### src/logic/cache_ctrl_pkg.sv
// state and operation encodings for the cache controllers
`default_nettype none

package cache_ctrl_pkg;

  typedef enum logic [2:0] {
    ST_IDLE,
    ST_LOOKUP,
    ST_MISS,       // victim write-back
    ST_REPLACE,    // line read request
    ST_REFILL
  } main_state_t;

  typedef enum logic {
    SB_IDLE,
    SB_WRITE
  } sbuf_state_t;

  typedef enum logic {
    OP_READ,
    OP_WRITE
  } op_t;

endpackage

`default_nettype wire

### src/logic/cache_geom_pkg.sv
// cache geometry and address field types, imported by every cache module
`default_nettype none

package cache_geom_pkg;

  localparam int ADDR_W         = 32;
  localparam int WORD_W         = 64;
  localparam int STRB_W         = WORD_W / 8;      // one enable per byte
  localparam int LINE_BYTES     = 32;
  localparam int LINE_W         = LINE_BYTES * 8;
  localparam int WAYS           = 2;
  localparam int SETS           = 64;
  localparam int WORDS_PER_LINE = LINE_W / WORD_W;
  localparam int OFFSET_W       = $clog2(LINE_BYTES);
  localparam int INDEX_W        = $clog2(SETS);
  localparam int TAG_W          = ADDR_W - INDEX_W - OFFSET_W;
  localparam int WSEL_W         = $clog2(WORDS_PER_LINE);

  typedef logic [TAG_W-1:0]    tag_t;
  typedef logic [INDEX_W-1:0]  index_t;
  typedef logic [OFFSET_W-1:0] offset_t;
  typedef logic [WSEL_W-1:0]   word_sel_t;      // word number inside a line
  typedef logic [WORD_W-1:0]   word_t;
  typedef logic [STRB_W-1:0]   strb_t;
  typedef logic [LINE_W-1:0]   line_t;
  typedef logic                way_t;
  typedef logic [WAYS-1:0]     way_vec_t;       // one-hot per way

endpackage

`default_nettype wire
### src/logic/store_buffer.sv
// one-entry write buffer, retires a store hit into the data array the cycle after lookup
`timescale 1ns/1ns
`default_nettype none

module store_buffer
  import cache_geom_pkg::*;
  import cache_ctrl_pkg::*;
(
  input  wire             i_clk,
  input  wire             i_rst,
  input  wire             i_load,
  input  wire way_vec_t   i_way_vec,
  input  wire index_t     i_index,
  input  wire word_sel_t  i_wsel,
  input  wire strb_t      i_strb,
  input  wire word_t      i_data,
  output logic            o_req,
  output way_t            o_way,
  output index_t          o_index,
  output word_sel_t       o_wsel,
  output strb_t           o_strb,
  output word_t           o_data,
  output logic            o_set_dirty
);

  sbuf_state_t state_q;

  always_ff @(posedge i_clk) begin
    if (i_rst) begin
      state_q <= SB_IDLE;
    end else begin
      case (state_q)
        SB_IDLE:  state_q <= i_load ? SB_WRITE : SB_IDLE;
        SB_WRITE: state_q <= SB_IDLE;   // single write cycle
        default:  state_q <= SB_IDLE;
      endcase
    end
  end

  always_ff @(posedge i_clk) begin
    if (i_load) begin
      o_way   <= i_way_vec[1];    // one-hot to way number
      o_index <= i_index;
      o_wsel  <= i_wsel;
      o_strb  <= i_strb;
      o_data  <= i_data;
    end
  end

  assign o_req       = state_q == SB_WRITE;
  assign o_set_dirty = state_q == SB_WRITE;

endmodule

`default_nettype wire

### config.mk
export PLATFORM = sky130hd
export DESIGN_NAME = store_buffer
export DESIGN_NICKNAME = d
export VERILOG_FILES = /design/src/logic/cache_ctrl_pkg.sv /design/src/logic/cache_geom_pkg.sv /design/src/logic/store_buffer.sv
export SDC_FILE = /design/constraint.sdc
export NUM_CORES = 1
export LEC_CHECK = 0
export ABC_AREA = 1
export BUFFER_PORTS_ARGS = -buffer_cell sky130_fd_sc_hd__buf_4
export CAP_MARGIN = 0
export CORE_MARGIN = 5
export CORE_UTILIZATION = 44
export DETAILED_ROUTE_END_ITERATION = 8
export GPL_ROUTABILITY_DRIVEN = 0
export HOLD_SLACK_MARGIN = 0.1
export PLACE_DENSITY = 0.84
export SLEW_MARGIN = 20
export SYNTH_ARGS = -nofsm -noshare
export SYNTH_HDL_FRONTEND = slang
export SYNTH_SLANG_ARGS = --single-unit
### constraint.sdc
create_clock -name i_clk -period 0.8 [get_ports i_clk]
set_input_delay 0.04 -clock i_clk [delete_from_list [all_inputs] [get_ports i_clk]]
set_output_delay 0.04 -clock i_clk [all_outputs]
set_load 0.01 [all_outputs]
==> run metrics <==
WP depth 1; largest stage delay on the critical path 460 ps; DRT antenna net count 0; P&R area growth vs syn 108%; Port Buffer Count 166; TritonCTS Buffers 9; Cell Rows 27; Vias/cell between 4 and 5; startpoint of the worst-slack reg-to-reg timing path o_req$_SDFF_PP0_; synth unique cells 6; initial antenna violation count 2; Worst Setup Start Kind flip-flop; Largest delay share family, worst path flip-flops; Tcrit/Tclk final 125%; Max IR drop VDD between 1.5 and 2 mV; fmax between 0.9 and 1 GHz; Flop pwr share 52.5%; cell taking the most area after synthesis edfxtp_1; setup ws final -203 ps; Total Routing Usage GR between 20% and 30%; H-Tree Depth 3; synth warn 0; largest net degree at the start of global routing 44; Yosys top cell area share a little under 100%; fin cells 426; fin. max-slew vios 0; layout cells sized above 1 52.6%; clk slew on worst S/H paths approximately 90 ps; DR WL/cell 28.0 µm; initial drt markers between 100 and 150; Leak approximately 2.2 nW; placed cells 325; core area between 5000 and 6000 µm²; Post-synth EDFFs 81; total grt overflow 0; drt total wl between 10000 and 15000 µm; Fin. Hold Viols 0; HP Class primary input to flip-flop; Pint 7.62 mW; Buf/Inv on CP 1; Die H around 85 µm; via count 2085; FF-to-FF End o_req$_SDFF_PP0_; CP Data Arrival Time around 960 ps; dominant synthesized flop cell edfxtp_1; failing checks setup timing; Switching Share roughly 25%; Setup CP Type flip-flop to primary output; CP Capture Type primary output; slew margin rel. 83.5%; Post-layout nets 432; most common cell in the synthesized netlist edfxtp_1; Clock Path Buffers 2; Post-Place Setup Slack ~76 ps; DRC 0; Mapped Cells 86; #FFs+latches synth 82; CTS tree built; largest cells by area after synthesis edfxtp_1 (98%), dfxtp_1 (0.81%), buf_4 (0.30%); Worst Path Required about 760 ps; Die W 85.0 µm; CP max FO 1; worst-margin pin slew approximately 250 ps; Combinational Power Share between 10% and 20%; Setup crit start o_data[8]$_DFFE_PP_; Final min period ~1000 ps; vias in the first global route roughly 2.1k; setup violators final 83; Worst Setup EP o_data[8]; Net Switching ~2.5 mW; root buf cell clkbuf_8; clock power share 30.0%; Cell Pwr Density approximately 2000 nW/µm²; Worst R2R Path Depth 2; clk_skew 0 ps; # fillers ~130; drt pass-1 iters 4; maxcap violations 0; TNS Setup -11560 ps; status finished with violations; Synth Cell Area 2470 µm²; sequential area share after synthesis between 90% and 100%; worst skew pair latency between 300 and 400 ps; clock sink count slightly above 80; Hold WS approximately 200 ps; RSZ-0062 raised after global routing yes; syn_area_per_cell around 29 µm²; Crit-path slowest cell edfxtp_1; Synth Net Count approximately 170; full die area 7220 µm²; Starting Density 45.2%; crit path cell chain buf_6; worst reg2reg setup slack around 150 ps; Ports 168; final core utilization 94.2%; async set or reset register ratio after synthesis 0%; first-pass GRT wire length between 10000 and 15000 µm
-- per-layer routing --
layer | part of all wire [%] | vias to the layer above | track usage (%)
met5 | 0 | - | 0
met4 | 2.4 | 0 | 8.49
met3 | 8.5 | 24 | 8.16
met2 | 54 | 158 | 49.1
met1 | 35 | 1037 | 31.1
li1 | - | 866 | -
-- power by group through the flow --
stage                     Combinational [mW]  Sequential, mW  Clock [mW]
after global routing                    1.82            5.34        3.18
after floorplan                      0.00908            5.47           0
after global placement                  1.10            5.27           0
final                                   1.77            5.31        3.04
after CTS                               1.60            5.24        2.85
after detailed placement                1.13            5.29           0
-- worst min-delay path by stage --
| stage | startpoint | end | slack [ps] | cells after the start |
|---|---|---|---|---|
| CTS | i_load | o_req$_SDFF_PP0_ | 170 | 4 |
| floorplan | i_data[0] | o_data[0]$_DFFE_PP_ | 140 | 0 |
| detailed placement | i_data[0] | o_data[0]$_DFFE_PP_ | 220 | 1 |
| global route | i_load | o_data[27]$_DFFE_PP_ | 200 | 2 |
| global placement | i_data[24] | o_data[24]$_DFFE_PP_ | 220 | 1 |
| finish | i_load | o_data[27]$_DFFE_PP_ | 200 | 2 |
-- placed cells by master, fill, tap and decap left out, drive strengths merged --
| master | count |
|---|---|
| dlygate4sd3 | 82 |
| clkbuf | 9 |
| dfxtp | 1 |
| inv | 1 |
| buf | 169 |
| bufinv | 1 |
| edfxtp | 81 |
| nand2 | 1 |
| clkinvlp | 1 |
| diode | 2 |
| nor2 | 1 |
| clkinv | 5 |
-- metrics by stage --
step / area (µm²) / total power, mW
6_report: 5150 / 10.1
5_1_grt: 5150 / 10.3
4_1_cts: 5050 / 9.68
3_5_place_dp: 3840 / 6.42
3_3_place_gp: 3840 / 6.36
2_1_floorplan: 2470 / 5.48
-- repair_timing --
| item | 4_1_cts | 5_1_grt |
|---|---|---|
| setup endpoints to repair | 83 | 83 |
| endpoints found under the hold margin | 82 | 0 |
| setup buffers | 1 | 0 |
| hold buffers | 82 | 0 |
| gates resized for setup | 54 | 25 |
-- registers in the layout (all words and copies together) (netlist names) --
register / cells
o_req: 1
o_index: 6
o_way: 1
o_strb: 8
o_data: 64
o_wsel: 2
-- logic make-up (layout without fill, tap and decap cells) --
family                 after synthesis  count (layout)  synth area share [%]
other                                0               2                     0
flip-flops                          82              82                  99.1
buffers and inverters                2             268                 0.455
AND/OR/NAND/NOR                      2               2                 0.405
-- area by class of cell --
cell class	instances	area [µm²]	area share, %
Antenna cell	2	5.00	0.0971
Clock buffer	9	124	2.40
Clock inverter	7	60.1	1.17
Inverter	1	3.75	0.0728
Multi-Input combinational cell	2	10.0	0.194
Sequential cell	82	2450	47.6
Tap cell	72	90.1	1.75
Timing Repair Buffer	251	2410	46.7
No activity file was read; power rests on OpenSTA's default activity.
