===== config.mk =====
export PLATFORM = sky130hd
export DESIGN_NAME = data_port_arbiter
export DESIGN_NICKNAME = d
export VERILOG_FILES = /design/src/logic/cache_geom_pkg.sv /design/src/logic/data_port_arbiter.sv
export SDC_FILE = /design/constraint.sdc
export NUM_CORES = 1
export LEC_CHECK = 0
export ABC_CLOCK_PERIOD_IN_PS = 2490
export BUFFER_PORTS_ARGS = -buffer_cell sky130_fd_sc_hd__buf_2
export CORE_AREA = 5 5 267 269
export DETAILED_ROUTE_END_ITERATION = 7
export DIE_AREA = 0 0 272 274
export PLACE_DENSITY = 0.4
export SLEW_MARGIN = 25
export SYNTH_ARGS = -nofsm -noshare
export SYNTH_HDL_FRONTEND = slang
export SYNTH_SLANG_ARGS = --single-unit

===== constraint.sdc =====
create_clock -name vclk -period 2.49
set_clock_uncertainty 0.05 [all_clocks]
set_input_delay 0.498 -clock vclk [all_inputs]
set_output_delay 0.498 -clock vclk [all_outputs]
set_load 0.03 [all_outputs]

===== src/logic/cache_geom_pkg.sv =====
// cache geometry and address field types, imported by every cache module
`default_nettype none

package cache_geom_pkg;

  localparam int ADDR_W         = 32;
  localparam int WORD_W         = 64;
  localparam int STRB_W         = WORD_W / 8;      // one enable per byte
  localparam int LINE_BYTES     = 32;
  localparam int LINE_W         = LINE_BYTES * 8;
  localparam int WAYS           = 2;
  localparam int SETS           = 64;
  localparam int WORDS_PER_LINE = LINE_W / WORD_W;
  localparam int OFFSET_W       = $clog2(LINE_BYTES);
  localparam int INDEX_W        = $clog2(SETS);
  localparam int TAG_W          = ADDR_W - INDEX_W - OFFSET_W;
  localparam int WSEL_W         = $clog2(WORDS_PER_LINE);

  typedef logic [TAG_W-1:0]    tag_t;
  typedef logic [INDEX_W-1:0]  index_t;
  typedef logic [OFFSET_W-1:0] offset_t;
  typedef logic [WSEL_W-1:0]   word_sel_t;      // word number inside a line
  typedef logic [WORD_W-1:0]   word_t;
  typedef logic [STRB_W-1:0]   strb_t;
  typedef logic [LINE_W-1:0]   line_t;
  typedef logic                way_t;
  typedef logic [WAYS-1:0]     way_vec_t;       // one-hot per way

endpackage

`default_nettype wire

===== src/logic/data_port_arbiter.sv =====
// data array port arbiter, store buffer over main controller, with word to line placement
`timescale 1ns/1ns
`default_nettype none

module data_port_arbiter
  import cache_geom_pkg::*;
(
  input  wire             i_sb_req,
  input  wire way_t       i_sb_way,
  input  wire index_t     i_sb_index,
  input  wire word_sel_t  i_sb_wsel,
  input  wire strb_t      i_sb_strb,
  input  wire word_t      i_sb_data,
  input  wire             i_mc_rd_en,
  input  wire             i_mc_wr_en,
  input  wire index_t     i_mc_index,
  input  wire way_t       i_mc_way,
  input  wire word_sel_t  i_mc_wsel,
  input  wire strb_t      i_mc_strb,
  input  wire word_t      i_mc_data,
  output logic            o_mc_gnt,
  output logic            o_en,
  output way_vec_t        o_we,
  output index_t          o_index,
  output line_t           o_bit_mask,
  output line_t           o_wdata
);

  word_sel_t wsel;
  strb_t     strb;
  word_t     wdata;
  word_t     word_mask;

  assign o_mc_gnt = ~i_sb_req;
  assign o_en     = i_sb_req || i_mc_rd_en || i_mc_wr_en;

  always_comb begin
    if (i_sb_req) begin
      o_we    = way_vec_t'(1) << i_sb_way;
      o_index = i_sb_index;
      wsel    = i_sb_wsel;
      strb    = i_sb_strb;
      wdata   = i_sb_data;
    end else begin
      o_we    = i_mc_wr_en ? way_vec_t'(1) << i_mc_way : '0;
      o_index = i_mc_index;
      wsel    = i_mc_wsel;
      strb    = i_mc_strb;
      wdata   = i_mc_data;
    end
    for (int b = 0; b < STRB_W; b++) begin
      word_mask[b*8 +: 8] = {8{strb[b]}};   // byte enable to bit enable
    end
    o_bit_mask = line_t'(word_mask) << (wsel * WORD_W);
    o_wdata    = line_t'(wdata) << (wsel * WORD_W);
  end

endmodule

`default_nettype wire


==> results of run 1 <==
## final cells by class
class	instances	area [µm²]	share of cell area, %
Inverter	2	7.51	0.0834
Multi-Input combinational cell	523	3560	39.5
Timing Repair Buffer	757	4330	48.1
Antenna cell	2	5.00	0.0556
Tap cell	882	1100	12.3
## cells in the final DEF, fill, tap and decap left out
| master | n |
|---|---|
| buf_6 | 1 |
| nand2_4 | 2 |
| inv_1 | 2 |
| nand2b_1 | 73 |
| nor2_4 | 1 |
| o22ai_1 | 141 |
| nor2b_1 | 72 |
| o21ai_1 | 1 |
| buf_4 | 51 |
| nand2_1 | 73 |
| buf_2 | 678 |
| diode_2 | 2 |
| nand2b_4 | 2 |
| or3_1 | 1 |
| buf_12 | 27 |
| a22o_1 | 144 |
| nor2b_4 | 1 |
| nor3b_4 | 1 |
| and3b_4 | 1 |
| mux2_2 | 6 |
| o22ai_2 | 4 |
## kinds of logic (layout without fill, tap and decap cells)
logic type / Yosys count / count (layout)
compound gates: 290 / 290
other cells: 0 / 2
simple gates: 227 / 227
mux: 6 / 6
buf+inv: 312 / 759
## final timing paths
kind	depth (start not counted)	end	slack (ns)	startpoint
worst max-delay path	5	o_bit_mask[63]	0.08	i_sb_wsel[1]
worst min-delay path	3	o_we[0]	1.28	i_mc_way
## repair_timing
item,4_1_cts,5_1_grt
gates resized for setup,0,4
endpoints found under the hold margin,0,0
setup endpoints to repair,0,30
## stage by stage
step | instance area, µm² | setup WS [ns] | instances | power [mW]
floorplan | 5570 | -0.167 | 835 | 1.68
global placement | 8970 | 0.0381 | 2164 | 2.44
detailed placement | 8970 | 0.0489 | 2164 | 2.42
CTS | 8970 | 0.0424 | 2164 | 2.43
global route | 9000 | 0.0315 | 2164 | 2.54
finish | 9000 | 0.0838 | 2166 | 2.41
## power by group through the flow
stage / Sequential [mW] / Combinational [mW] / Clock, mW
global route: 0 / 2.54 / 0
global placement: 0 / 2.44 / 0
finish: 0 / 2.41 / 0.000000108
detailed placement: 0 / 2.42 / 0
CTS: 0 / 2.43 / 0
floorplan: 0 / 1.68 / 0
## routing by layer
metal	vias to the layer above	track usage, %
met2	521	18.7
met3	43	3.30
met4	8	1.52
met1	3923	11.9
met5	-	0
li1	3699	-
## critical path: stages
cell and delay (ns):
buf_2 0.14, nor3b_4 0.31, buf_12 0.20, a22o_1 0.40
buf_2 0.28
==> results.md, run 1 <==
- Die span in x: 272 µm
- Most instantiated cells after synthesis: buf_4, o22ai_1, a22o_1
- Setup TNS: 0 ns
- Routed met1 length: about 17000 µm
- Yosys warnings: 0
- Fin nets: between 1000 and 1500
- Synth top area share: between 30 and 40%
- # Max-Cap Violations: 0
- Syn nets: 1000
- Crit path DAT: 1.86 ns
- Simple-gate portion of the synthesized area: ~22%
- Pint: between 0.7 and 0.8 mW
- # fillers: between 7000 and 8000
- Synthesized cell area: between 0.005 and 0.006 mm²
- Slew headroom: between 60 and 70%
- Initial core utilization: roughly 8%
- Mean Syn Cell Area: 6.67 µm²
- Unique masters post-synth: 17
- Peak fanout along the critical path: 15
- CP Launch Type: input port
- Fin. Hold Viols: 0
- Total Routed Length: roughly 43000 µm
- Dominant cells by area after synthesis: buf_4, a22o_1, o22ai_1
- Crit end category: output port
- Leak: between 5 and 6 nW
- Setup-failing EPs final: 0
- Highest Signal Layer: met5
- Met2 Routed Length: between 20000 and 25000 µm
- Worst vdd ir: 0.0823 mV
- Clock power share: 0%
- Initial antenna violation count: 10
- Post-route ant nets: 0
- I/O pins: slightly below 700
- GPL Wtd Cong: just over 0.8
- Mapped Cells: around 840
- Hold WS: 1.28 ns
- Routed WL per cell: 19.9 µm
- Top cell type by total area after synthesis: buf_4
- Final Slew Violations: 0
- Fmax: ~420 MHz
- Post-synthesis adder-cell area fraction: 0%
- Row Count: 96
- Setup Buffers After CTS: 0
- Fin crit share: 96.6%
- Aggregate global routing overflow: 0
- Met3 WL: between 4000 and 5000 µm
- Die footprint: around 0.075 mm²
- Hold Crit Class: in -> out
- Total number of vias: 8194
- GRT Total Usage: about a tenth
- Sw Share: 69.8%
- Clk_buf instances: 0
- Layout area overhead: 61.7%
- Pwr per Cell Area: between 200 and 300 mW/mm²
- DR DRC count: 0
- Initial DRC Count: between 300 and 400
- PortBufs: 687
- Largest net degree at the start of global routing: 58
- Num sequential: 0
- Outcome: finished clean
- Synth Area in XOR/XNOR: 0%
- HPWL after DPL: 36700 µm
- Proportion of layout cells with a drive suffix above 1: between 60% and 70%
- Register area: 0 µm²
- CP required: a little under 2 ns
- First-pass GRT wire length: roughly 58000 µm
- Combinational power share: 100.0%
- Sequential area share after synthesis: 0%
- Sequential share of power: 0%
- Vias in the first global route: 7955
- Vias/cell: about 3.8
- Number of hold buffers added after CTS: 0
- CP Class: in -> out
- Die Height: about 270 µm
- Post-synthesis mux area share: under 10%
- Worst slew pin tran: about 0.47 ns
- RSZ-0062 raised after global routing: no
- Largest family of logic cells by synthesized area: compound AO/OA/AOI/OAI gates
- Net switching power: 1.68 mW
- Pre-Repair DR Iteration Count: 5
- Period minus WS final: around 2.4 ns
- Most frequent cell after synthesis: buf_4
- Final cell utilization of the core: about an eighth
- Core area: 0.0683 mm²
- Synth Area in Compound Gates: about two fifths
Power figures use the tool's default switching activity.
==> inputs of run 2 (changes only) <==
--- a/config.mk
+++ b/config.mk
@@ -5,7 +5,7 @@
 export SDC_FILE = /design/constraint.sdc
 export NUM_CORES = 1
 export LEC_CHECK = 0
-export ABC_CLOCK_PERIOD_IN_PS = 2490
+export ABC_CLOCK_PERIOD_IN_PS = 2400
 export BUFFER_PORTS_ARGS = -buffer_cell sky130_fd_sc_hd__buf_2
 export CORE_AREA = 5 5 267 269
 export DETAILED_ROUTE_END_ITERATION = 7
==> constraint.sdc (replaced) <==
create_clock -name vclk -period 2.4
set_clock_uncertainty 0.05 [all_clocks]
set_input_delay 0.48 -clock vclk [all_inputs]
set_output_delay 0.48 -clock vclk [all_outputs]
set_load 0.03 [all_outputs]
==> results.md, run 2 (synthesized netlist as in run 1, its figures left out) <==
- Outcome: finished clean
- First-pass GRT wire length: 57200 µm (-0.71%)
- Most common cell after layout, fill and taps aside: buf_2
- Sw Share: 69.3% (-0.47 points)
- Worst path bufs/invs: 4 (+1)
- Setup-failing EPs final: 0 (unchanged)
- Pre-CTS setup slack: -0.160 ns (-0.209 ns)
- Final cell utilization of the core: 13.3% (+0.18 points)
- PortBufs: 687 (unchanged)
- GRT Total Usage: 10.1% (-0.090 points)
- Critical-path cell list: buf_6, buf_12, nand2b_4, buf_12, o22ai_1, buf_2
- Most frequent cells in the layout: buf_2, o22ai_1, a22o_1
- Pwr per Cell Area: 276 mW/mm² (+3.3%)
- Initial DRC Count: 358 (-7.7%)
- Setup TNS: 0 ns (unchanged)
- CP peak stage delay: 0.47 ns (+0.07 ns)
- Final worst slack: 0.0211 ns (-0.0627 ns)
- Final Slew Violations: 0 (unchanged)
- Aggregate global routing overflow: 0 (unchanged)
- Crit path launch: i_sb_req
- Die Height: 274 µm (unchanged)
- Initial antenna violation count: 13 (+3)
- Crit-path most repeated cell: buf_12
- CP Launch Type: input port
- GPL Wtd Cong: 0.808 (-0.47%)
- # Max-Cap Violations: 0 (unchanged)
- Sequential share of power: 0% (unchanged)
- Delay-heaviest family, CP: buffers and inverters
- Register area: 0 µm² (unchanged)
- Fmax: between 400 and 500 MHz
- I/O pins: 687 (unchanged)
- Worst vdd ir: 0.0938 mV (+14%)
- Number of hold buffers added after CTS: 0 (unchanged)
- Die span in x: 272 µm (unchanged)
- CP Class: in -> out
- Fin crit share: 99.1%
- Total number of vias: 8219 (+0.31%)
- Fin. Hold Viols: 0 (unchanged)
- Die footprint: 0.0745 mm² (unchanged)
- Pre-Repair DR Iteration Count: 4 (-1)
- Largest net degree at the start of global routing: 52 (-10%)
- Routed WL per cell: 19.8 µm (-0.52%)
- Num sequential: 0 (unchanged)
- Pint: 0.773 mW (+6.3%)
- Crit path DAT: 1.85 ns (about the same)
- Net switching power: 1.75 mW (+4.0%)
- Hold Crit Class: in -> out
- Clk_buf instances: 0 (unchanged)
- Worst slew pin tran: 0.604 ns (+0.136 ns)
- Post-route ant nets: 0 (unchanged)
- Hold WS: 1.25 ns (-0.0301 ns)
- CP max-delay cell: o22ai_1
- Total Routed Length: 43200 µm (about the same)
- Proportion of layout cells with a drive suffix above 1: 60.6% (+0.18 points)
- CP required: 1.87 ns (-0.07 ns)
- Vias/cell: 3.77 (-0.29%)
- Period minus WS final: roughly 2.4 ns
- Core area: 0.0683 mm² (unchanged)
- Total power: 2.52 mW (+4.7%)
- Layout area overhead: 63.8%
- Fin nets: 1460 (+0.76%)
- Leak: 5.13 nW (+1.4%)
- Clock power share: 0% (unchanged)
- DR DRC count: 0 (unchanged)
- Peak fanout along the critical path: 30 (+15)
- Row Count: 96 (unchanged)
- Hold_sp: i_mc_way
- RSZ-0062 raised after global routing: yes
- Crit end category: output port
- Slew headroom: 59.8% (-9.0 points)
- Combinational power share: 100.0% (about the same)
- HPWL after DPL: 37100 µm (+1.3%)
- Initial core utilization: 8.15% (unchanged)
- Vias in the first global route: 7977 (+0.28%)
## run 2: changes by cell type in the layout (fill, tap and decap cells not counted), moves of 2 or more
cell,delta
buf_12,+4
buf_4,+7
diode_2,+2
o22ai_1,+3
o22ai_2,-3
## run 2: worst paths after layout
kind,endpoint,depth (start not counted)
max,o_bit_mask[100],6
min,o_we[0],3
## run 2: cell type report
| type | count | area [µm²] |
|---|---|---|
| fill | 7975 | 59200 |
| timing repair buffer | 768 | 4460 |
| multi-input combinational | 523 | 3540 |
| tap | 882 | 1100 |
| antenna | 4 | 10.0 |
| inverter | 2 | 7.51 |
## run 2: what timing repair did
item | 4_1_cts | 5_1_grt
pin swaps | 1 | 0
setup buffers | 1 | 0
resized for setup | 1 | 1
setup endpoints to repair | 86 | 24
## run 2: stage by stage
stage | std cells | cell area [µm²]
finish | 2179 | 9120
global route | 2178 | 9120
CTS | 2175 | 9110
detailed placement | 2174 | 9090
global placement | 2174 | 9090
floorplan | 835 | 5570
## run 2: layer usage
layer | part of all wire, % | track usage (%) | routed length [µm]
met4 | 1.7 | 2.02 | 733
met5 | 0.13 | 0 | 58
met2 | 50 | 18.6 | 21400
met3 | 8.8 | 2.55 | 3800
met1 | 40 | 11.9 | 17100
## run 2: worst min-delay path, cell delays in order
cell and delay [ns]:
buf_2 0.09, o22ai_1 0.08, buf_2 0.18
## run 2: power by group through the flow
stage / logic [mW] / clock network (mW) / registers, mW
finish: 2.52 / 0.000000224 / 0
global route: 2.65 / 0.000000168 / 0
CTS: 2.54 / 0 / 0
detailed placement: 2.53 / 0 / 0
global placement: 2.55 / 0 / 0
floorplan: 1.75 / 0 / 0
