[config.mk]
export PLATFORM = sky130hd
export DESIGN_NAME = cache_main_ctrl
export DESIGN_NICKNAME = d
export VERILOG_FILES = /design/src/logic/cache_ctrl_pkg.sv /design/src/logic/cache_geom_pkg.sv /design/src/logic/cache_main_ctrl.sv
export SDC_FILE = /design/constraint.sdc
export NUM_CORES = 1
export LEC_CHECK = 0
export BUFFER_PORTS_ARGS = -buffer_cell sky130_fd_sc_hd__clkbuf_2
export CAP_MARGIN = 20
export CORE_AREA = 10 10 494 496
export CTS_BUF_LIST = sky130_fd_sc_hd__clkbuf_4 sky130_fd_sc_hd__clkbuf_8 sky130_fd_sc_hd__clkbuf_16
export CTS_CLUSTER_DIAMETER = 50
export DETAILED_ROUTE_END_ITERATION = 10
export DIE_AREA = 0 0 504 506
export GPL_ROUTABILITY_DRIVEN = 0
export PLACE_DENSITY = 0.3
export REMOVE_ABC_BUFFERS = 1
export SYNTH_ARGS = -nofsm -noshare
export SYNTH_HDL_FRONTEND = slang
export SYNTH_SLANG_ARGS = --single-unit
[constraint.sdc]
create_clock -name i_clk -period 2.8 [get_ports i_clk]
set_input_delay 0.14 -clock i_clk [delete_from_list [all_inputs] [get_ports i_clk]]
set_output_delay 0.14 -clock i_clk [all_outputs]
set_load 0.05 [all_outputs]
[src/logic/cache_ctrl_pkg.sv]
// state and operation encodings for the cache controllers
`default_nettype none

package cache_ctrl_pkg;

  typedef enum logic [2:0] {
    ST_IDLE,
    ST_LOOKUP,
    ST_MISS,       // victim write-back
    ST_REPLACE,    // line read request
    ST_REFILL
  } main_state_t;

  typedef enum logic {
    SB_IDLE,
    SB_WRITE
  } sbuf_state_t;

  typedef enum logic {
    OP_READ,
    OP_WRITE
  } op_t;

endpackage

`default_nettype wire

[src/logic/cache_geom_pkg.sv]
// cache geometry and address field types, imported by every cache module
`default_nettype none

package cache_geom_pkg;

  localparam int ADDR_W         = 32;
  localparam int WORD_W         = 64;
  localparam int STRB_W         = WORD_W / 8;      // one enable per byte
  localparam int LINE_BYTES     = 32;
  localparam int LINE_W         = LINE_BYTES * 8;
  localparam int WAYS           = 2;
  localparam int SETS           = 64;
  localparam int WORDS_PER_LINE = LINE_W / WORD_W;
  localparam int OFFSET_W       = $clog2(LINE_BYTES);
  localparam int INDEX_W        = $clog2(SETS);
  localparam int TAG_W          = ADDR_W - INDEX_W - OFFSET_W;
  localparam int WSEL_W         = $clog2(WORDS_PER_LINE);

  typedef logic [TAG_W-1:0]    tag_t;
  typedef logic [INDEX_W-1:0]  index_t;
  typedef logic [OFFSET_W-1:0] offset_t;
  typedef logic [WSEL_W-1:0]   word_sel_t;      // word number inside a line
  typedef logic [WORD_W-1:0]   word_t;
  typedef logic [STRB_W-1:0]   strb_t;
  typedef logic [LINE_W-1:0]   line_t;
  typedef logic                way_t;
  typedef logic [WAYS-1:0]     way_vec_t;       // one-hot per way

endpackage

`default_nettype wire
[src/logic/cache_main_ctrl.sv]
// main cache controller: request register, lookup, victim write-back and line refill
`timescale 1ns/1ns
`default_nettype none

module cache_main_ctrl
  import cache_geom_pkg::*;
  import cache_ctrl_pkg::*;
(
  input  wire                i_clk,
  input  wire                i_rst,
  // pipeline
  input  wire                i_valid,
  input  wire op_t           i_op,
  input  wire tag_t          i_tag,
  input  wire index_t        i_index,
  input  wire offset_t       i_offset,
  input  wire strb_t         i_wstrb,
  input  wire word_t         i_wdata,
  output logic               o_addr_ok,
  output logic               o_data_ok,
  output word_t              o_rdata,
  // bus
  output logic               o_rd_req,
  output logic [ADDR_W-1:0]  o_rd_addr,
  input  wire                i_rd_rdy,
  input  wire                i_ret_valid,
  input  wire                i_ret_last,
  input  wire word_t         i_ret_data,
  output logic               o_wr_req,
  output logic [ADDR_W-1:0]  o_wr_addr,
  output line_t              o_wr_data,
  input  wire                i_wr_rdy,
  // tag store
  output index_t             o_lookup_index,
  output logic               o_fill_en,
  output way_t               o_fill_way,
  output tag_t               o_fill_tag,
  output logic               o_fill_dirty,
  input  wire way_vec_t      i_hit_vec,
  input  wire                i_victim_dirty,
  input  wire tag_t          i_victim_tag,
  // store buffer load
  output logic               o_sb_load,
  output way_vec_t           o_sb_way_vec,
  output index_t             o_sb_index,
  output word_sel_t          o_sb_wsel,
  output strb_t              o_sb_strb,
  output word_t              o_sb_data,
  // data array access
  output logic               o_mc_rd_en,
  output logic               o_mc_wr_en,
  output way_t               o_mc_way,
  output word_sel_t          o_mc_wsel,
  output strb_t              o_mc_strb,
  output word_t              o_mc_data,
  input  wire                i_mc_gnt,
  input  wire line_t         i_line_rd [WAYS]
);

  main_state_t state_q;
  main_state_t state_d;
  op_t         req_op;
  tag_t        req_tag;
  index_t      req_index;
  word_sel_t   req_wsel;
  strb_t       req_wstrb;
  word_t       req_wdata;
  word_sel_t   beat_cnt;     // refill beats seen so far
  way_t        victim_q;     // flips after every refill
  logic        hit;
  logic        accept;
  logic        ret_beat;
  logic        req_beat;
  word_t       fill_word;

  assign hit       = |i_hit_vec;
  assign o_addr_ok = i_mc_gnt && (state_q == ST_IDLE ||
                     (state_q == ST_LOOKUP && hit && req_op == OP_READ));
  assign accept    = i_valid && o_addr_ok;
  assign ret_beat  = state_q == ST_REFILL && i_ret_valid;
  assign req_beat  = beat_cnt == req_wsel;

  // --------------------------------------------------
  // request register and state machine
  always_ff @(posedge i_clk) begin
    if (accept) begin
      req_op    <= i_op;
      req_tag   <= i_tag;
      req_index <= i_index;
      req_wsel  <= i_offset[OFFSET_W-1 -: WSEL_W];   // byte bits dropped
      req_wstrb <= i_wstrb;
      req_wdata <= i_wdata;
    end
  end

  always_comb begin
    state_d = state_q;
    case (state_q)
      ST_IDLE:    if (accept) state_d = ST_LOOKUP;
      ST_LOOKUP: begin
        if (!hit) begin
          state_d = ST_MISS;
        end else if (!accept) begin
          state_d = ST_IDLE;
        end
      end
      ST_MISS:    if (!i_victim_dirty || i_wr_rdy) state_d = ST_REPLACE;
      ST_REPLACE: if (i_rd_rdy) state_d = ST_REFILL;
      ST_REFILL:  if (ret_beat && i_ret_last) state_d = ST_IDLE;
      default:    state_d = ST_IDLE;
    endcase
  end

  always_ff @(posedge i_clk) begin
    if (i_rst) begin
      state_q  <= ST_IDLE;
      beat_cnt <= '0;
      victim_q <= 1'b0;
    end else begin
      state_q <= state_d;
      if (state_q != ST_REFILL) begin
        beat_cnt <= '0;
      end else if (i_ret_valid) begin
        beat_cnt <= beat_cnt + 1'b1;
      end
      if (o_fill_en) begin
        victim_q <= ~victim_q;
      end
    end
  end

  // --------------------------------------------------
  // pipeline results
  assign o_data_ok = (state_q == ST_LOOKUP && (hit || req_op == OP_WRITE)) ||
                     (ret_beat && req_beat && req_op == OP_READ);
  assign o_rdata   = (state_q == ST_LOOKUP)
                   ? i_line_rd[i_hit_vec[1]][req_wsel*WORD_W +: WORD_W]
                   : i_ret_data;

  // --------------------------------------------------
  // bus requests
  assign o_rd_req  = state_q == ST_REPLACE;
  assign o_rd_addr = {req_tag, req_index, {OFFSET_W{1'b0}}};
  assign o_wr_req  = state_q == ST_MISS && i_victim_dirty && i_wr_rdy;
  assign o_wr_addr = {i_victim_tag, req_index, {OFFSET_W{1'b0}}};
  assign o_wr_data = i_line_rd[victim_q];    // held since the lookup read

  // tag store
  assign o_lookup_index = accept ? i_index : req_index;
  assign o_fill_en      = ret_beat && i_ret_last;
  assign o_fill_way     = victim_q;
  assign o_fill_tag     = req_tag;
  assign o_fill_dirty   = req_op == OP_WRITE;   // store miss lands dirty

  // store hit hand-off
  assign o_sb_load    = state_q == ST_LOOKUP && hit && req_op == OP_WRITE;
  assign o_sb_way_vec = i_hit_vec;
  assign o_sb_index   = req_index;
  assign o_sb_wsel    = req_wsel;
  assign o_sb_strb    = req_wstrb;
  assign o_sb_data    = req_wdata;

  // refill beat, store bytes merged into the requested word
  always_comb begin
    fill_word = i_ret_data;
    if (req_op == OP_WRITE && req_beat) begin
      for (int b = 0; b < STRB_W; b++) begin
        if (req_wstrb[b]) begin
          fill_word[b*8 +: 8] = req_wdata[b*8 +: 8];
        end
      end
    end
  end

  assign o_mc_rd_en = accept;
  assign o_mc_wr_en = ret_beat;
  assign o_mc_way   = victim_q;
  assign o_mc_wsel  = beat_cnt;
  assign o_mc_strb  = '1;        // whole word per beat
  assign o_mc_data  = fill_word;

endmodule

`default_nettype wire

==> metrics.txt, run 1 <==
status completed; drt via density 2.93; worst min-delay path class in2reg; switching share of power 55.1%; critical path class reg2out; Num Clock Sinks 108; initial core utilization 5.55%; LEAKAGE 11.3 nW; Clock transition at path regs 0.12 ns; worst r2r dst o_sb_data[51]; area delta synth->final 89.4%; 1st-iter DRT viols 1015; Peak Freq 365 MHz; Clock power frac 19.6%; worst reg-to-reg setup slack 0.72 ns; post-route ant nets 0; YS warnings 0; syn_area_per_cell 10.4 µm²; largest net degree at the start of global routing 54; Distinct cells, synth 42; drt wl/cell 31.9 µm; Die Ht 506 µm; final hold vios 0; top-area cell type share of the netlist area 22.2%; most frequent cells in the layout clkbuf_2, mux2i_1, mux2_2, a22oi_1, nand2_1; commonest non-fill, non-tap cell in the layout clkbuf_2; cells taking the most area after synthesis edfxtp_1, mux2_2, mux2i_1, a22oi_1, mux2_4; worst setup path start state_q[0]; GRT Overall Usage 13.5%; CORE AREA 234000 µm²; gr ovfl total 0; initial antenna violation count 51; Max Root-Sink Buffers 2; Tmin final 2.74 ns; CP Capture Type output port; HPWL Detailed 165000 µm; Pint 0.00399 W; # IOs 1291; maximum VDD drop 308 µV; crit path to o_rdata[4]; Logic pwr share 58.1%; via count 16644; 1st-pass router iterations 5; Reg2Reg Depth 4; Num CTS Buffers 9; Psw 0.00489 W; Post-synth EDFFs 96; first-pass GRT wire length 222000 µm; Worst Path Arrival 2.60 ns; RSZ-0062 raised after global routing yes; Worst-Skew Late Latency 0.47 ns; layout cells sized above 1 66.6%; ys flop type edfxtp_1; # DRC 0; Max Slew Vio Count 0; vias in the first global route 18006; Yosys reg bits 108; Worst slew margin 55.4%; TritonCTS clock tree built; hold wc startpoint i_mc_gnt; crit path launch type register; reg2reg start o_fill_dirty; crit-path max FO 28; Gate Count Post-Synth 1248; Root Driver clkbuf_16; post-route setup TNS 0 ns; Max Cap Viol 0; Synth area leader edfxtp_1; critical path required time 2.66 ns; H-tree levels 3; final setup violation count 0; P per Cell Area 361 nW/µm²; Reg power frac 22.3%; Routed WL 181000 µm; Final Skew 0.0362 ns; Tcrit/Tclk final 97.8%; PortBufs 1227; final net count 3230; Seq/Total Area, Yosys 24.0%; total power 0.00889 W; Die Wd 504 µm; async set or reset register ratio after synthesis 0%; Die ar. 255000 µm²; Post-Syn Area 13000 µm²; Least-Margin Pin Slew 0.672 ns; Rows 178
worst max-delay path: stages (launching register included):
cell      delay (ns)
dfxtp_1         0.35
buf_4           0.17
or3b_4          0.54
buf_12          0.21
buf_12          0.16
nand2_1         0.25
nand2_1         0.10
clkbuf_2        0.24
area by class of cell:
| cell class | count | area, µm² |
|---|---|---|
| Antenna cell | 11 | 27.5 |
| Clock buffer | 9 | 225 |
| Clock inverter | 7 | 90.1 |
| Fill cell | 27283 | 209000 |
| Inverter | 1 | 3.75 |
| Multi-Input combinational cell | 975 | 8870 |
| Sequential cell | 108 | 3130 |
| Tap cell | 3150 | 3940 |
| Timing Repair Buffer | 1422 | 8330 |
cells in the mapped netlist, types with 2 or more instances:
master	instances
buf_1	8
clkbuf_1	24
nor2_1	5
buf_6	2
nand3_1	66
xnor2_1	4
edfxtp_1	96
nor3_1	2
nand2_1	130
and2_1	3
mux2i_1	257
nor3b_1	3
mux2_2	256
buf_2	46
buf_4	98
mux2_1	6
dfxtp_1	12
nor2b_1	5
mux2_4	64
o21bai_1	2
a22oi_1	128
and3_1	2
conb_1	2
nand2_8	8
a21oi_1	2
power groups by stage:
| stage | clock, W | sequential (W) | combinational (W) |
|---|---|---|---|
| 6_report | 0.00174 | 0.00198 | 0.00517 |
| 5_1_grt | 0.00193 | 0.00198 | 0.00545 |
| 4_1_cts | 0.00191 | 0.00198 | 0.00529 |
| 3_5_place_dp | 0 | 0.00202 | 0.00510 |
| 3_3_place_gp | 0 | 0.00202 | 0.00511 |
| 2_1_floorplan | 0 | 0.00239 | 0.00220 |
routing by layer:
layer	global-route usage, %	share of wire, %	up-vias
met2	23.4	48	1086
li1	-	-	7182
met1	15.0	38	8298
met4	1.56	0.91	2
met5	0	0.0072	-
met3	7.24	12	76
kinds of logic (layout without fill, tap and decap cells):
family                 Yosys count  count (layout)  synth area share (%)
multiplexers                   583             583                  49.9
AND/OR/NAND/NOR                231             231                  8.88
buffers and inverters          181            1439                  8.75
AO/OA/AOI/OAI                  138             138                  8.06
flip-flops                     108             108                  24.0
XOR/XNOR                         5               5                 0.337
other                            2              29                0.0578
what timing repair did:
| item | CTS | global route |
|---|---|---|
| setup endpoints to repair | 43 | 10 |
| setup buffers | 10 | 0 |
| pin swaps | 1 | 1 |
| endpoints found under the hold margin | 107 | 0 |
| hold buffers | 105 | 0 |
| gates resized for setup | 13 | 12 |
metrics by stage:
| step | utilization, % | std cells | area (µm²) | setup slack [ns] | hold slack (ns) |
|---|---|---|---|---|---|
| after CTS | 10.5 | 5672 | 24600 | 0.00168 | 0.0354 |
| after detailed placement | 9.85 | 5541 | 23100 | 0.136 | 0.281 |
| after floorplan | - | 1084 | 11900 | -5.09 | 0.209 |
| after global routing | 10.5 | 5677 | 24600 | -0.00342 | 0.0957 |
| final | 10.5 | 5683 | 24600 | 0.0610 | 0.122 |
| after global placement | 9.85 | 5541 | 23100 | 0.151 | 0.281 |
state kept, by name (all words and copies together) (netlist names):
signal and flops:
o_fill_way 1, o_sb_strb 8, o_mc_wsel 2, state_q 3, o_sb_index 6, o_fill_tag 21, o_sb_data 64, o_fill_dirty 1
o_sb_wsel 2
worst min path at each step:
stage                    endpoint  cells past startpoint  slack (ns)
global route           state_q[0]                      4         0.1
global placement    o_wr_addr[13]                      0        0.28
CTS                    state_q[0]                      4        0.04
finish                 state_q[0]                      4        0.12
floorplan              state_q[1]                      1        0.21
detailed placement  o_wr_addr[13]                      0        0.28
Note: power is estimated with default switching activity, not from simulation.
==> run 2, diff against run 1 <==
clock period = 3.1 ns   (was 2.8 ns; I/O delays follow)
==> run 2 against run 1 <==
Cell count shrank 0.21%. Power shrank 10%. Worst hold slack gained 0.0017 ns. Sequential share of layout area grew 0.11 points. Critical path depth grew 1. Die area is the same. Register-to-register slack gained 0.24 ns. Core utilization shrank 0.092 points. Combinational power shrank 11%. Clock power shrank 7%. Routed wire length grew 0.34%. First-iteration DRC count shrank 0.20%. Largest cell class unchanged. Largest power group unchanged.
==> metrics.txt, run 2 (same netlist as run 1, synthesis figures left out) <==
Rows 178 (unchanged); H-tree levels 3 (unchanged); status completed (unchanged); Multi-input gate area 8860 µm² (was 8870 µm²); vias in the first global route 17957 (was 18006); Least-Margin Pin Slew 0.731 ns (was 0.672 ns); slowest CP cell edfxtp_1 (was or3b_4); GRT Overall Usage 13.6% (was 13.5%); gr ovfl total 0 (unchanged); Critical Path Max Stage Delay 0.45 ns (was 0.54 ns); RSZ-0062 raised after global routing no (was yes); Max Cap Viol 0 (unchanged); final hold vios 0 (unchanged); Worst slew margin 49.8% (was 55.4%); Clock transition at path regs 0.13 ns (was 0.12 ns); non-filler cells, final 5671 (was 5683); reg2reg start o_fill_dirty (unchanged); Max Slew Vio Count 0 (unchanged); Final Skew 0.0436 ns (was 0.0362 ns); worst setup path start o_sb_wsel[1] (was state_q[0]); P per Cell Area 328 nW/µm² (was 361 nW/µm²); Die ar. 255000 µm² (unchanged); Tcrit/Tclk final 95.2%; Root Driver clkbuf_16 (unchanged); CP Depth 8 (was 7); 1st-iter DRT viols 1013 (was 1015); worst min-delay path class in2reg (unchanged); Die Wd 504 µm (unchanged); TritonCTS clock tree built (unchanged); Largest register FFs 64 (unchanged); most frequent cells in the layout clkbuf_2, mux2i_1, mux2_2, nand2_1, a22oi_1 (was clkbuf_2, mux2i_1, mux2_2, a22oi_1, nand2_1); crit path to o_mc_data[30] (was o_rdata[4]); hold_ws 0.124 ns (was 0.122 ns); commonest non-fill, non-tap cell in the layout clkbuf_2 (unchanged); first-pass GRT wire length 222000 µm (about the same); initial antenna violation count 41 (was 51); CORE AREA 234000 µm² (unchanged); maximum VDD drop 304 µV (was 308 µV); Fillers 27357 (was 27283); Reg2Reg Depth 4 (unchanged); Worst-Skew Late Latency 0.51 ns (was 0.47 ns); drt via density 2.91 (was 2.93); crit-path max FO 8 (was 28); PortBufs 1227 (unchanged); critical path class reg2out (unchanged); Worst Path Arrival 2.80 ns (was 2.60 ns); Tmin final 2.95 ns; post-place setup slack 0.410 ns (was 0.136 ns); area delta synth->final 87.7% (was 89.4%); LEAKAGE 11.2 nW (was 11.3 nW); Num Clock Sinks 108 (unchanged); HPWL Detailed 164000 µm (was 165000 µm); Peak Freq 339 MHz; via count 16486 (was 16644); worst path bufs/invs 4 (unchanged); most used cell, CP buf_4; Storage cell area 3130 µm² (unchanged); CP delay by family, top buffers and inverters (was simple AND/OR/NAND/NOR gates); largest net degree at the start of global routing 61 (was 54); Num CTS Buffers 9 (unchanged); crit path launch type register (unchanged); final worst setup slack 0.148 ns (was 0.0610 ns); Routed WL 182000 µm (was 181000 µm); Max Root-Sink Buffers 2 (unchanged); critical path required time 2.94 ns (was 2.66 ns); 1st-pass router iterations 5 (unchanged); Die Ht 506 µm (unchanged); drt wl/cell 32.1 µm (was 31.9 µm); worst r2r dst o_sb_data[44] (was o_sb_data[51]); # IOs 1291 (unchanged); post-route ant nets 0 (unchanged); Placed Cells 5532 (was 5541); CP Capture Type output port (unchanged); layout cells sized above 1 66.2% (was 66.6%); hold wc startpoint i_mc_gnt (unchanged); worst reg-to-reg setup slack 0.96 ns (was 0.72 ns); final net count 3220 (was 3230); crit path cell chain buf_4 -> buf_4 -> xnor2_1 -> and3_4 -> buf_12 -> nand2_8 -> mux2_4 -> clkbuf_2 (was buf_4 -> or3b_4 -> buf_12 -> buf_12 -> nand2_1 -> nand2_1 -> clkbuf_2); # DRC 0 (unchanged); initial core utilization 5.55% (unchanged); final setup violation count 0 (unchanged)
## run 2: changes by cell type in the layout (fill, tap and decap cells not counted), moves of 3 or more
cell	change
clkbuf_4	-7
inv_8	-3
clkinv_8	+3
clkbuf_2	+14
nand2_1	+3
buf_12	-6
nand2_2	-3
buf_4	-11
## run 2: worst reg2reg max path, stage by stage (launching register included)
cell and delay, ns:
edfxtp_1 0.40, o21bai_1 0.16, a211oi_1 0.33, and3_4 0.46, buf_12 0.29
## run 2: worst min-delay path by stage
stage | to | cells after the start
global route | state_q[0] | 4
finish | state_q[0] | 4
floorplan | state_q[1] | 1
detailed placement | o_wr_addr[13] | 0
global placement | o_wr_addr[13] | 0
CTS | state_q[0] | 4
## run 2: cell type report
| class | instances | share of cell area [%] |
|---|---|---|
| Antenna cell | 9 | 0.0923 |
| Clock buffer | 9 | 0.923 |
| Clock inverter | 7 | 0.374 |
| Inverter | 1 | 0.0154 |
| Multi-Input combinational cell | 976 | 36.3 |
| Sequential cell | 108 | 12.8 |
| Tap cell | 3150 | 16.2 |
| Timing Repair Buffer | 1411 | 33.3 |
## run 2: what timing repair did
action,in CTS,in global routing
cloned,1,0
hold buffers,105,0
setup endpoints to repair,7,3
buffers inserted,8,0
endpoints found under the hold margin,108,0
resized for setup,5,3
pin swaps,1,0
## run 2: metal layers
| metal | up-vias | wire (µm) | global-route usage (%) |
|---|---|---|---|
| li1 | 7164 | - | - |
| met1 | 8189 | 69500 | 14.8 |
| met2 | 1048 | 87800 | 23.5 |
| met3 | 79 | 22100 | 7.36 |
| met4 | 6 | 2560 | 2.09 |
| met5 | - | 33 | 0 |
## run 2: where the power goes
group	leakage (nW)	total, W	switching (W)	internal, W
Sequential	0.997	0.00177	0.0000940	0.00167
Clock	0.152	0.00162	0.00102	0.000593
Combinational	10.1	0.00461	0.00338	0.00124
Total	11.2	0.00800	0.00449	0.00350
## run 2: through the flow
step | power (W) | instance area [µm²] | setup TNS, ns | utilization (%)
6_report | 0.00800 | 24400 | 0 | 10.4
3_5_place_dp | 0.00638 | 22900 | 0 | 9.79
3_3_place_gp | 0.00638 | 22900 | 0 | 9.79
4_1_cts | 0.00831 | 24400 | 0 | 10.4
2_1_floorplan | 0.00415 | 11900 | -1489.11 | -
5_1_grt | 0.00845 | 24400 | 0 | 10.4
